`config.mk`:
```
export PLATFORM = sky130hd
export DESIGN_NAME = cache_controller
export DESIGN_NICKNAME = d
export VERILOG_FILES = /design/src/design/cache_pkg.sv /design/src/design/cache_controller.sv
export VERILOG_INCLUDE_DIRS = /design/src /design/src/design
export SDC_FILE = /design/constraint.sdc
export NUM_CORES = 1
export LEC_CHECK = 0
export BUFFER_PORTS_ARGS = -buffer_cell sky130_fd_sc_hd__buf_4
export CAP_MARGIN = 5
export CORE_MARGIN = 2
export CORE_UTILIZATION = 32
export DETAILED_ROUTE_END_ITERATION = 10
export HOLD_SLACK_MARGIN = 0.02
export RECOVER_POWER = 50
export SYNTH_ARGS = -nofsm -noshare
export SYNTH_HDL_FRONTEND = slang
export SYNTH_SLANG_ARGS = --single-unit
```
`constraint.sdc`:
```
create_clock -name clk -period 6.42 [get_ports clk]
set_input_delay 0 -clock clk [delete_from_list [all_inputs] [get_ports clk]]
set_output_delay 0 -clock clk [all_outputs]
set_load 0.02 [all_outputs]
```
`src/design/cache_macros.svh`:
```
`ifndef CACHE_MACROS_SVH
`define CACHE_MACROS_SVH

// address split for a 64-line direct-mapped cache
// over a 16-bit word address space

// line index width, 64 lines
`define CACHE_INDEX_BITS 6

// tag width, upper part of the word address
`define CACHE_TAG_BITS 10

// data word width
`define WORD_BITS 32

// edges from a memory strobe to its ready pulse
`define MEM_LATENCY 4

`endif

```
`src/design/cache_pkg.sv`:
```
`include "cache_macros.svh"

package cache_pkg;

    // one data word
    typedef logic [`WORD_BITS-1:0] word_t;

    // word address, tag above index
    typedef logic [`CACHE_TAG_BITS+`CACHE_INDEX_BITS-1:0] word_addr_t;

    // line index into the cache array
    typedef logic [`CACHE_INDEX_BITS-1:0] cache_index_t;

    // stored or compared tag
    typedef logic [`CACHE_TAG_BITS-1:0] cache_tag_t;

    // controller states
    typedef enum logic [1:0] {
        ST_IDLE,
        ST_LOOKUP,
        ST_WRITEBACK,
        ST_REFILL
    } ctrl_state_t;

endpackage

```
`src/design/cache_controller.sv`:
```
`timescale 1ns/1ps

module cache_controller (
    input  logic                  clk,
    input  logic                  arst_n,
    input  logic                  rd,
    input  logic                  wr,
    input  cache_pkg::word_addr_t addr,
    input  cache_pkg::word_t      wdata,
    input  logic                  array_hit,
    input  logic                  array_dirty,
    input  cache_pkg::word_t      line_data,
    input  cache_pkg::word_addr_t victim_addr,
    input  cache_pkg::word_t      mem_rdata,
    input  logic                  mem_ready,
    output cache_pkg::word_addr_t array_addr,
    output logic                  array_we,
    output cache_pkg::word_t      write_data,
    output logic                  dirty_in,
    output logic                  mem_rd,
    output logic                  mem_wr,
    output cache_pkg::word_addr_t mem_addr,
    output cache_pkg::word_t      mem_wdata,
    output cache_pkg::word_t      rdata,
    output logic                  hit,
    output logic                  done,
    output logic                  busy
);

    cache_pkg::ctrl_state_t state;
    cache_pkg::ctrl_state_t state_next;

    // latched request
    logic                  req_wr;
    cache_pkg::word_addr_t req_addr;
    cache_pkg::word_t      req_wdata;

    logic accept;
    logic finish;
    logic start_wb;
    logic start_fill;

    assign accept = (state == cache_pkg::ST_IDLE) && (rd || wr);
    assign busy   = (state != cache_pkg::ST_IDLE);

    always_comb
    begin
        state_next = state;
        finish     = 1'b0;
        start_wb   = 1'b0;
        start_fill = 1'b0;
        case (state)
            cache_pkg::ST_IDLE:
            begin
                if (accept)
                    state_next = cache_pkg::ST_LOOKUP;
            end
            cache_pkg::ST_LOOKUP:
            begin
                if (array_hit)
                    finish = 1'b1;
                else if (array_dirty)
                    start_wb = 1'b1;
                else if (req_wr)
                    // one-word line, write miss installs directly
                    finish = 1'b1;
                else
                    start_fill = 1'b1;
            end
            cache_pkg::ST_WRITEBACK:
            begin
                if (mem_ready && req_wr)
                    finish = 1'b1;
                else if (mem_ready)
                    start_fill = 1'b1;
            end
            cache_pkg::ST_REFILL:
            begin
                if (mem_ready)
                    finish = 1'b1;
            end
            default:
            begin
                state_next = cache_pkg::ST_IDLE;
            end
        endcase

        if (finish)
            state_next = cache_pkg::ST_IDLE;
        else if (start_wb)
            state_next = cache_pkg::ST_WRITEBACK;
        else if (start_fill)
            state_next = cache_pkg::ST_REFILL;
    end

    // array side, the request address is always presented
    assign array_addr = req_addr;
    assign array_we   = finish && (req_wr || (state == cache_pkg::ST_REFILL));
    assign write_data = req_wr ? req_wdata : mem_rdata;
    assign dirty_in   = req_wr;

    always_ff @(posedge clk or negedge arst_n)
    begin
        if (!arst_n)
        begin
            state  <= cache_pkg::ST_IDLE;
            req_wr <= 1'b0;
            done   <= 1'b0;
            hit    <= 1'b0;
            mem_rd <= 1'b0;
            mem_wr <= 1'b0;
        end
        else
        begin
            state  <= state_next;
            done   <= finish;
            mem_rd <= start_fill;
            mem_wr <= start_wb;
            if (accept)
                req_wr <= wr;
            if (finish)
                hit <= (state == cache_pkg::ST_LOOKUP) && array_hit;
        end
    end

    always_ff @(posedge clk)
    begin
        if (accept)
        begin
            req_addr  <= addr;
            req_wdata <= wdata;
        end

        // victim goes out first on a dirty miss
        if (start_wb)
        begin
            mem_addr  <= victim_addr;
            mem_wdata <= line_data;
        end
        else if (start_fill)
        begin
            mem_addr <= req_addr;
        end

        if (finish)
        begin
            if (req_wr)
                rdata <= req_wdata;
            else if (state == cache_pkg::ST_REFILL)
                rdata <= mem_rdata;
            else
                rdata <= line_data;
        end
    end

endmodule

```
==> results.txt, run 1 <==
The worst setup path is captured at a register. The cell depth of the worst min-delay path came out at 4. The final setup violation count is 0. The maximum ir drop on the vdd rail came out at around 200 uV.

The number of enable-type register cells in the synthesized netlist came out at roughly 130. Excluding fillers, the count of instances in the completed layout stands at between 1000 and 1500. Counting every net in the synthesized netlist gives around 530. The clock transition time at the flip-flop clock pins of the worst setup and hold paths came out at 60 ps. The finished cells cover around 9000 um^2.

The count of buffers inserted at the top-level ports is 269. Setup repair after global routing left no endpoint under its margin. The worst register-to-register path ends at rdata[20]$_DFFE_PP_. The number of library cell types mapped by synthesis came out at 26. Compared with the post-synthesis result, the final layout area differs by 67.66%. The remaining routing DRC violations is 0. The number of warning messages in the yosys log is 0. The number of iterations in the first detailed-routing pass came out at 4. The critical path is of the reg -> reg type.

The most used flip-flop cell after synthesis is edfxtp_1. The flip-flop and latch count after synthesis is approximately 140. The number of resized instances in the post-cts repair step is 0. The number of max-cap violations came out at 0. The detailed-route vias per instance is roughly 4.4. The post-synthesis instance area is 5394 um^2. The fraction of final layout cells with drive strength greater than 1 came out at 0.2229.

The number of antenna violations at the first check in global routing was 0. In this run the power density over the cells is between 300 and 400 nW/um^2. The transition at the pin with the smallest max-transition slack is between 1000 and 1500 ps. The class of the worst hold path is in -> reg.

Of the total synthesized cell area, the portion taken by XOR and XNOR cells is 0. The period utilization came out at 0.4540. Summing all placed instances gives a cell area of between 7000 and 8000 um^2. The number of pins with negative max-slew slack in the final report is 0. The number of DRC markers in iteration 0 is 244. The worst hold path begins at mem_ready.

Once placement completed, the tool counted placed cells totaling approximately 870. The number of clock buffers inserted by TritonCTS is 17. Buffers added to address setup during post-CTS repair amount to 0.

The area enclosed by the die boundary came out at between 15000 and 20000 um^2. The simple-gate portion of the synthesized area is 0.06843. Dividing the synthesized area by the synthesized cell count gives 13.76 um^2. The largest net degree at the start of global routing came out at 73.

The adder-cell share of the synthesized area came out at 0.009279. The initial utilization of the core area, before any placement, comes to 0.3264. The setup check on the worst reg-to-reg path leaves a slack of 3510 ps. Counting every sink on the clock net gives 135. The H-tree was split into 4 levels. The time the worst path needs with I/O delays and setup is 2914 ps. The sequential share of the synthesized area is 0.7451. The gate count of the mapped netlist came out at 392. The final worst slack came out at around 3500 ps. The floorplan has 47 rows. Dividing the detail-routed wire length by the instance count gives 15.55 um. No sink is reached through more buffers than the 2 on the longest clock path. The analysis attributes to cell leakage a power of 3.621 nW. The worst hold slack is ~83 ps. The repair_antennas step left the layout with diodes totalling 0. The clock latency of the later-clocked register in the worst-skew pair came out at slightly above 400 ps.

By area, the combinational part of the netlist is dominated by compound AO/OA/AOI/OAI gates. The startpoint identified for the worst register-to-register timing path is dirty_in$_DFFE_PN0P_. The overall fraction of global-route tracks in use came out at 0.1800. The endpoint arrival time on the critical path came out at about 3000 ps. The hold violation count in the final report came out at 0. Clock tree synthesis selected as its root buffer the cell clkbuf_16. The portion of netlist area occupied by mux cells is 0.05938. The number of top-level pins came out at between 200 and 300. The sum of net half-perimeters after detailed placement is about 10000 um.

The first global-routing pass estimated approximately 25000 um of wire. The net count of the finished layout is 938. The width of the chip is between 100 and 150 um.

For hold timing, the worst endpoint is mem_rd$_DFF_PN0_. The required arrival time at the worst endpoint came out at roughly 6500 ps. The worst-case headroom to the max-slew limit is 0.2339.

The run finished with clean final reports. The post-route clock skew came out at 6.314 ps. The routed layout has roughly 4600 vias.

The achievable frequency is between 300 and 400 MHz. The total negative slack came out at 0 ps. The weighted congestion at the end of routability-driven global placement is between 0.7 and 0.8. The aggregate global routing overflow is 0. The total wire length came out at between 15000 and 20000 um. TritonCTS built the clock tree.

The logic depth of the worst register-to-register path is 3. The complex-gate fraction of the synthesized area is 0.07724. Along the worst path, the maximum fanout reaches 33. The floorplan die height is approximately 130 um. The standard cell core area is about 17000 um^2. The worst slack at placement is around 3600 ps. The number of global-route vias before repair is 4891. The share of synthesized flip-flops with an asynchronous set or reset is 0.05185. The final antenna-violating net count came out at 0. STA classifies the critical path startpoint as a register.
==> how the worst max path moves through the flow <==
stage,from,end,slack [ps],cells after the start
after floorplan,state[0]$_DFFE_PN0P_,state[0]$_DFFE_PN0P_,3830,5
final,dirty_in$_DFFE_PN0P_,rdata[20]$_DFFE_PP_,3510,3
after detailed placement,state[1]$_DFFE_PN0P_,mem_addr[2]$_DFFE_PP_,3620,6
after global routing,dirty_in$_DFFE_PN0P_,rdata[20]$_DFFE_PP_,3210,3
after CTS,state[1]$_DFFE_PN0P_,mem_addr[2]$_DFFE_PP_,3610,6
after global placement,state[1]$_DFFE_PN0P_,mem_wdata[1]$_DFFE_PN_,3840,4
==> cell families (layout without fill, tap and decap cells) <==
| family | Yosys count | after routing |
|---|---|---|
| flip-flops | 135 | 135 |
| AND/OR/NAND/NOR | 91 | 91 |
| AO/OA/AOI/OAI | 74 | 74 |
| buffers and inverters | 56 | 476 |
| multiplexers | 32 | 32 |
| adder cells (fa/ha/maj) | 4 | 4 |
==> critical path: stages, from the launching register on <==
cell and delay, ps:
dfrtp_1 880, a21oi_1 160, nor3b_1 630, or2_2 830
==> report_power, final <==
part / total, W / switching [W] / internal (W)
registers: 0.00140 / 0.0000972 / 0.00130
logic: 0.00129 / 0.000868 / 0.000427
clock network: 0.000894 / 0.000367 / 0.000527
==> cell usage in the layout (no fill, tap or decap), drive strengths merged <==
cell         instances
a211oi               1
bufinv               1
nor3b                1
nor2                 1
or2                  1
clkinvlp             3
edfxtp             128
clkinv               8
o22a                 1
a211o                1
dlygate4sd3        133
dfrtp                7
buf                 82
a21oi                1
nand2               84
o31ai                1
and2b                1
o21a                 3
nor2b                1
o21ai               64
mux2i               32
or3b                 1
a2111oi              1
inv                 41
a22o                 1
ha                   4
nand3b               1
clkbuf             208
==> cell type report <==
| cell class | count | area [um^2] |
|---|---|---|
| fillers | 1463 | 7481 |
| flip-flops and latches | 135 | 4019 |
| repair buffers | 405 | 2912 |
| multi-input cells | 201 | 1154 |
| clock buffers | 18 | 429.2 |
| well taps | 220 | 275.3 |
| inverters | 39 | 146.4 |
| clock inverters | 14 | 108.9 |
==> cells in the mapped netlist (3+ instances only) <==
cell type	n	area (um^2)
nand2_1	84	315.3
o21ai_0	64	320.3
dfrtp_1	7	175.2
ha_1	4	50.05
inv_1	38	142.6
edfxtp_1	128	3844
clkbuf_1	9	33.78
o21a_1	3	22.52
buf_2	7	35.03
mux2i_1	32	320.3
==> metrics by stage <==
step           utilization  power, W
4_1_cts             0.5757  0.003777
2_1_floorplan            -  0.002172
5_1_grt             0.5473  0.003778
3_3_place_gp        0.4626  0.002780
3_5_place_dp        0.4626  0.002808
6_report            0.5473  0.003586
==> sequential cells by signal, summed over array words and instances (netlist names) <==
name and flops:
mem_wr 1, done 1, state 2, req_wdata 32
rdata 32, dirty_in 1, mem_addr 16, mem_wdata 32
hit 1, array_addr 16, mem_rd 1
==> routing by layer <==
metal  track usage  vias to the layer above  share of wire
li1              -                     2210              -
met4       0.08924                        0          0.027
met1        0.2025                     2113           0.39
met3       0.05669                       35          0.075
met2        0.3094                      192           0.51
met5             0                        -              0
==> timing repair <==
action	4_1_cts	5_1_grt
hold buffers	133	0
endpoints found under the hold margin	138	0
endpoints found under the setup margin	0	0
(Power assumes the default switching activity.)
==> run 2, diff against run 1 <==
Settings changed: ABC_AREA from default to 1.
Clock period 6.42 ns to 2.9 ns, I/O delays scaled along.
==> run 2 against run 1 <==
  * Setup slack lost 2900 ps
  * Non-clock buffer count shrank 22
  * Synthesized cell count grew 13%
  * Clock skew grew 3.3 ps
  * Combinational power grew 130%
  * First-iteration DRC count shrank 4.1%
  * Via count grew 3.1%
  * Hold slack lost 38 ps
  * Count of clock-buffer cells in the layout grew 5
  * Final area shrank 2.4%
  * Sequential share of layout area grew 1.1 points
  * Largest cell class unchanged
  * Largest power group unchanged
==> results.txt, run 2 <==
The maximum buffer depth of the clock tree is 2 (unchanged). The gate count of the mapped netlist came to 443 (was 392). RSZ-0062 raised after global routing: false (unchanged). The cell type contributing the most total cell area after synthesis is edfxtp_1 (unchanged). The sum of net half-perimeters after detailed placement came out at 10790 um (was 10500 um). The hold violation count in the final report came out at 0 (unchanged). The class of the worst hold path is in -> reg (unchanged). The clock transition time at the flip-flop clock pins of the worst setup and hold paths came out at 50 ps (was 60 ps). The final net count is 963 (was 938). The floorplan die height came out at 134.5 um (was 133.8 um).

The total number of placement rows came out at 47 (unchanged). The placed instance area is 7635 um^2 (was 7644 um^2). The number of antenna violations at the first check in global routing came to 1 (was 0). The biggest fanout along the worst timing path came out at 76 (was 33). The period utilization is 0.7776.

The number of warning messages in the yosys log was 0 (unchanged). The count of buffers inserted at the top-level ports is 269 (unchanged). The fraction of final layout cells with drive strength greater than 1 came out at 0.2378 (was 0.2229). The detailed-route vias per instance came out at 4.434 (was 4.409). The worst path needs around 2300 ps of the cycle, external delays included. The first-pass GRT wire length is 24380 um (was 24740 um).

The maximum ir drop on the vdd rail was 483.6 uV (was 204.1 uV). The worst-case headroom to the max-slew limit came to 0.5327 (was 0.2339). The final setup violation count is 0 (unchanged).

The flip-flop and latch count after synthesis was 135 (unchanged). The switching share of power came to 0.3753 (was 0.3717). The width of the chip is 134.5 um (was 133.8 um). The required arrival time at the worst endpoint came out at 2900 ps (was 6460 ps).

The final worst slack is 644.8 ps (was 3506 ps). The type of element launching the critical path is a register (unchanged). The leakage power of the design is 3.709 nW (was 3.621 nW). The via count of the routed design came out at 4691 (was 4550). The clock tree from TritonCTS is yes (unchanged). The internal portion of total power is 0.005010 W (was 0.002253 W).

The detailed-route wire length per cell is 14.96 um (was 15.55 um). The largest net degree at the start of global routing came to 77 (was 73). The aggregate global routing overflow came to 0 (unchanged). The root buffer cell was clkbuf_16 (unchanged).

The weighted congestion at the end of routability-driven global placement came to 0.8112 (was 0.7808). The number of enable-type register cells in the synthesized netlist is 128 (unchanged). The synthesized netlist net count was 582 (was 531). The number of library cell types mapped by synthesis is 17 (was 26). The standard cell core area came out at 16640 um^2 (was 16520 um^2).

The number of iterations in the first detailed-routing pass is 4 (unchanged). The number of fillers in the final layout came out at 1550 (was 1463). The number of DRC markers in iteration 0 is 234 (was 244). The element type at the critical path end is an output pin (was register).

The type of the worst setup path is reg -> out (was reg -> reg). Commonest cells in the netlist: 128 x edfxtp_1, 126 x nand2_1, 55 x o21ai_0 (was 128 x edfxtp_1, 84 x nand2_1, 64 x o21ai_0). The number of sinks driven by the clock tree was 135 (unchanged). The post-synthesis instance area is 5453 um^2 (was 5394 um^2). The most common library cell in the layout ignoring fill and taps was edfxtp_1 (was dlygate4sd3_1). The post-synthesis average cell area is 12.31 um^2 (was 13.76 um^2).

The total wire length is 15830 um (was 16040 um). The switching power total came to 0.003010 W (was 0.001333 W). The transition at the pin with the smallest max-transition slack was 700.9 ps (was 1147 ps). The final antenna-violating net count came out at 0 (unchanged). The post-CTS setup buffer count is 0 (unchanged). The clock latency of the later-clocked register in the worst-skew pair came out at 410 ps (about the same). The share of synthesized flip-flops with an asynchronous set or reset is 0.05185 (unchanged).

The total power density per cell area came out at 908.3 nW/um^2 (was 396.5 nW/um^2). The remaining routing DRC violations was 0 (unchanged). Biggest registers after layout: mem_wdata x32, rdata x32, req_wdata x32 (unchanged). The part of the power in the clock network came out at 0.246 (was 0.249). The number of clock buffers inserted by TritonCTS came out at 17 (unchanged).

The post-route core utilization is 0.5306 (was 0.5473). The number of top-level pins is 270 (unchanged). The most used flip-flop cell after synthesis is edfxtp_1 (unchanged). The total negative slack was 0 ps (unchanged). The starting density of the core was 0.3276 (was 0.3264). The most common cell in the synthesized netlist was edfxtp_1 (unchanged). The total non-filler cell area in the finished layout came to 8830 um^2 (was 9044 um^2). The overall fraction of global-route tracks in use was 0.1746 (was 0.1800).

Top library cells by usage in the layout, fill and taps aside: 128 x edfxtp_1, 127 x nand2_1, 117 x clkbuf_1 (was 133 x dlygate4sd3_1, 128 x edfxtp_1, 124 x clkbuf_1). The endpoint arrival time on the critical path is 2260 ps (was 2950 ps). The number of pins with negative max-slew slack in the final report is 0 (unchanged). The level count of the clock H-tree is 4 (unchanged). The register share of total power is 0.384 (was 0.390). The number of global-route vias before repair is 4860 (was 4891). The portion of synthesized cell area occupied by the leading cell type came out at 0.7049 (was 0.7126).

The post-route clock skew came out at 9.589 ps (was 6.314 ps). Largest cells by area after synthesis: edfxtp_1 70%, nand2_1 8.7%, o21ai_0 5.0%, dfrtp_1 3.2%, a21oi_1 2.9% (was edfxtp_1 71%, mux2i_1 5.9%, o21ai_0 5.9%, nand2_1 5.8%, dfrtp_1 3.2%). The layout-stage area growth over the synthesis result is 61.93% (was 67.66%). Outcome: complete, no violations (unchanged). The worst slack at placement came to 740.1 ps (was 3618 ps). Based on the critical path, the design can be clocked at up to roughly 440 MHz.

The number of max-cap violations came to 0 (unchanged). The combinational power share came out at 0.370 (was 0.361). The sequential share of the synthesized area was 0.7370 (was 0.7451).

The area enclosed by the die boundary came out at 18100 um^2 (was 17910 um^2).
run 2: cell families (layout without fill, tap and decap cells):
group / Yosys count / in the layout / synth area share
buffers and inverters: 66 / 460 / 0.06287
AND/OR/NAND/NOR: 140 / 140 / 0.1010
AO/OA/AOI/OAI: 98 / 98 / 0.08995
flip-flops: 135 / 135 / 0.7370
adder cells (fa/ha/maj): 4 / 4 / 0.009179
other: 0 / 1 / 0
run 2: cell type report:
type,count,area (um^2),share of cell area
Timing Repair Buffer,383,2738,0.3100
Tap cell,220,275.3,0.03117
Inverter,45,168.9,0.01913
Clock inverter,9,81.33,0.009211
Antenna cell,1,2.502,0.0002834
Clock buffer,23,457.9,0.05186
Multi-Input combinational cell,242,1086,0.1230
Sequential cell,135,4020,0.4553
run 2: worst max-delay path, cell delays in order (launching register included):
cell	delay, ps
dfrtp_2	660
buf_4	640
nand2_1	170
o21ai_0	140
buf_4	180
run 2: power groups by stage:
stage | logic, W | clock network [W] | registers (W)
after floorplan | 0.00150 | 0 | 0.00349
after global placement | 0.00317 | 0 | 0.00311
after detailed placement | 0.00321 | 0 | 0.00313
after CTS | 0.00334 | 0.00201 | 0.00309
after global routing | 0.00327 | 0.00210 | 0.00313
final | 0.00297 | 0.00197 | 0.00308
run 2: layer usage:
layer,routed length (um),track usage
met1,6260,0.1984
met5,0,0
met4,203,0.05205
met3,1138,0.05668
met2,8230,0.3132
run 2: worst paths after layout:
kind / startpoint / endpoint / slack [ps] / depth (start not counted)
min: mem_rdata[12] / rdata[12]$_DFFE_PP_ / 50 / 5
min in group asynchronous: arst_n / mem_wr$_DFF_PN0_ / 580 / 3
max reg2reg: state[1]$_DFFE_PN0P_ / mem_addr[12]$_DFFE_PP_ / 740 / 4
max: dirty_in$_DFFE_PN0P_ / write_data[28] / 640 / 4
max in group asynchronous: arst_n / dirty_in$_DFFE_PN0P_ / 2030 / 3
min reg2reg: hit$_DFFE_PN0P_ / hit$_DFFE_PN0P_ / 500 / 2
run 2: timing repair:
action,in CTS,in global routing
resized for setup,0,0
endpoints found under the hold margin,138,0
hold buffers,108,0
run 2: stage by stage:
stage / total power, W / std cells / hold WS (ps)
3_3_place_gp: 0.006285 / 917 / -179.9
6_report: 0.008020 / 1058 / 45.74
3_5_place_dp: 0.006340 / 917 / -177.0
5_1_grt: 0.008508 / 1057 / 72.26
2_1_floorplan: 0.004995 / 443 / -295.6
4_1_cts: 0.008447 / 1057 / 22.84
==> run 3, diff against run 2 <==
Clock period 2.9 ns to 1.93 ns, I/O delays scaled along.
==> run 3 against run 2 <==
  * Critical path depth is 1 higher
  * First-iteration DRC count increased by 4.7%
  * Sequential cell count is the same
  * Highest routed layer unchanged
  * Largest cell class unchanged
  * Final area increased by 1.6%
  * Power grew 55%
  * Count of clock-buffer cells in the layout fell by 5
  * Register-to-register slack worse by 450 ps
  * Largest power group is now combinational logic
  * Hold slack better by 0.58 ps
  * Cell count increased by 0.85%
==> results.txt, run 3 (synthesis gave the netlist of run 2 again) <==
The width of the chip is 134.5 um (unchanged). The root buffer cell is clkbuf_16 (unchanged). The number of clock buffers inserted by TritonCTS was 17 (unchanged). The class of the worst hold path was in -> reg (unchanged).

The most common library cell in the layout ignoring fill and taps was edfxtp_1 (unchanged). The number of pins with negative max-slew slack in the final report came out at 0 (unchanged). The sum of net half-perimeters after detailed placement came out at 11000 um (was 10790 um). The largest net degree at the start of global routing is 63 (was 77).

The final setup violation count came out at 0 (unchanged). The number of sinks driven by the clock tree is 135 (unchanged). The total length of routed met3 wires came out at 1220 um (was 1138 um). The hold violation count in the final report came out at 0 (unchanged).

The detailed-route vias per instance came out at 4.421 (was 4.434). The number of antenna violations at the first check in global routing came to 1 (unchanged). The aggregate global routing overflow came out at 0 (unchanged).

The total wire length was 16350 um (was 15830 um). The period utilization came out at 0.9243. The standard cell core area came out at 16640 um^2 (unchanged). The worst hold slack came out at 46.31 ps (was 45.74 ps). The post-route total power was 0.01242 W (was 0.008020 W). The type of element launching the critical path was a register (unchanged). The total number of placement rows is 47 (unchanged). The number of top-level pins was 270 (unchanged).

The total negative slack came out at 0 ps (unchanged). The starting density of the core is 0.3276 (unchanged). The maximum ir drop on the vdd rail is 690.0 uV (was 483.6 uV). The top layer reached by signal wires was met4 (unchanged). The met2 routed wirelength came out at 8281 um (was 8230 um).

The via count of the routed design came out at 4717 (was 4691). The number of global-route vias before repair came out at 4974 (was 4860). The transition at the pin with the smallest max-transition slack came out at 430.5 ps (was 700.9 ps). The final net count came out at 972 (was 963). The clock transition time at the flip-flop clock pins of the worst setup and hold paths is 60 ps (was 50 ps). The detailed-route wire length per cell came out at 15.32 um (was 14.96 um).

The remaining routing DRC violations is 0 (unchanged). The total power density per cell area is 1384 nW/um^2 (was 908.3 nW/um^2). The area enclosed by the die boundary is 18100 um^2 (unchanged). The number of DRC markers in iteration 0 is 245 (was 234). The achievable frequency came out at 560.6 MHz.

Outcome: complete, no violations (unchanged). Top library cells by usage in the layout, fill and taps aside: 128 x edfxtp_1, 126 x nand2_1, 112 x clkbuf_1 (was 128 x edfxtp_1, 127 x nand2_1, 117 x clkbuf_1). The time the worst path needs with I/O delays and setup came out at roughly 1800 ps. The post-route clock skew came to 8.520 ps (was 9.589 ps). The total non-filler cell area in the finished layout came to 8972 um^2 (was 8830 um^2). The weighted congestion at the end of routability-driven global placement is 0.7601 (was 0.8112). The final antenna-violating net count came to 0 (unchanged). The count of buffers inserted at the top-level ports is 269 (unchanged). The endpoint arrival time on the critical path is 1780 ps (was 2260 ps).

The maximum buffer depth of the clock tree came to 2 (unchanged). The first-pass GRT wire length came out at 25210 um (was 24380 um). The post-CTS setup buffer count is 0 (unchanged). The number of iterations in the first detailed-routing pass is 4 (unchanged). The met1 wire length came out at 6436 um (was 6260 um). The type of the worst setup path was reg -> out (unchanged). The element type at the critical path end was an output pin (unchanged). The required arrival time at the worst endpoint was 1930 ps (was 2900 ps). The biggest fanout along the worst timing path came out at 33 (was 76). The number of max-cap violations came out at 0 (unchanged).

The clock latency of the later-clocked register in the worst-skew pair is 410 ps (about the same). The level count of the clock H-tree came to 4 (unchanged). Biggest registers after layout: mem_wdata x32, rdata x32, req_wdata x32 (unchanged).

The overall fraction of global-route tracks in use is 0.1818 (was 0.1746). The layout-stage area growth over the synthesis result is 64.55% (was 61.93%). The leakage power of the design came out at 3.782 nW (was 3.709 nW). RSZ-0062 raised after global routing: false (unchanged). The worst-case headroom to the max-slew limit came to 0.7130 (was 0.5327). The fraction of final layout cells with drive strength greater than 1 was 0.2470 (was 0.2378). The clock tree from TritonCTS is yes (unchanged). The floorplan die height was 134.5 um (unchanged). The placed instance area was 7716 um^2 (was 7635 um^2).
[run 3: cell count changes in the layout (fill, tap and decap cells not counted), moves of 2 or more]
cell,delta
buf_4,+10
clkbuf_4,-7
clkbuf_1,-5
dlygate4sd3_1,+3
buf_12,+2
inv_2,-2
[run 3: where the power goes]
| part | internal (W) | switching, W |
|---|---|---|
| clock network | 0.00189 | 0.00119 |
| logic | 0.00160 | 0.00319 |
| registers | 0.00430 | 0.000249 |
| total | 0.00779 | 0.00463 |
[run 3: final timing paths]
kind	slack, ps	cells past startpoint	startpoint	to
worst max-delay path	150	5	state[1]$_DFFE_PN0P_	array_we
worst min-delay path	50	5	mem_rdata[2]	rdata[2]$_DFFE_PP_
worst max register to register	290	5	state[1]$_DFFE_PN0P_	mem_wdata[17]$_DFFE_PN_
worst min register to register	530	2	hit$_DFFE_PN0P_	hit$_DFFE_PN0P_
max in group asynchronous	1060	3	arst_n	dirty_in$_DFFE_PN0P_
min in group asynchronous	590	3	arst_n	state[0]$_DFFE_PN0P_
[run 3: final cells by class]
type,instances,area (um^2)
Timing Repair Buffer,392,2843
Sequential cell,135,4020
Tap cell,220,275.3
Clock inverter,14,133.9
Antenna cell,1,2.502
Clock buffer,18,429.2
Fill cell,1546,7670
Inverter,45,176.4
Multi-Input combinational cell,242,1092
[run 3: per-layer routing]
| metal | vias up | GRT usage |
|---|---|---|
| met5 | - | 0 |
| met4 | 0 | 0.07544 |
| met3 | 35 | 0.05631 |
| met2 | 225 | 0.3192 |
| met1 | 2156 | 0.2055 |
| li1 | 2301 | - |
[run 3: repair_timing]
action	in CTS	in global routing
setup endpoints to repair	0	16
hold buffers	111	0
endpoints found under the hold margin	139	0
gates resized for setup	0	1
[run 3: critical path: stages, from the launching register on]
cell and delay [ps]:
dfrtp_1 390, ha_2 230, buf_4 320, nor2_1 90, nor2_1 180, buf_4 180
[run 3: per-stage QoR]
step	std cells	utilization	worst slack [ps]
2_1_floorplan	443	-	71.43
3_3_place_gp	923	0.4636	339.3
3_5_place_dp	923	0.4636	267.1
4_1_cts	1066	0.5642	101.4
5_1_grt	1067	0.5391	4.817
6_report	1067	0.5391	146.1
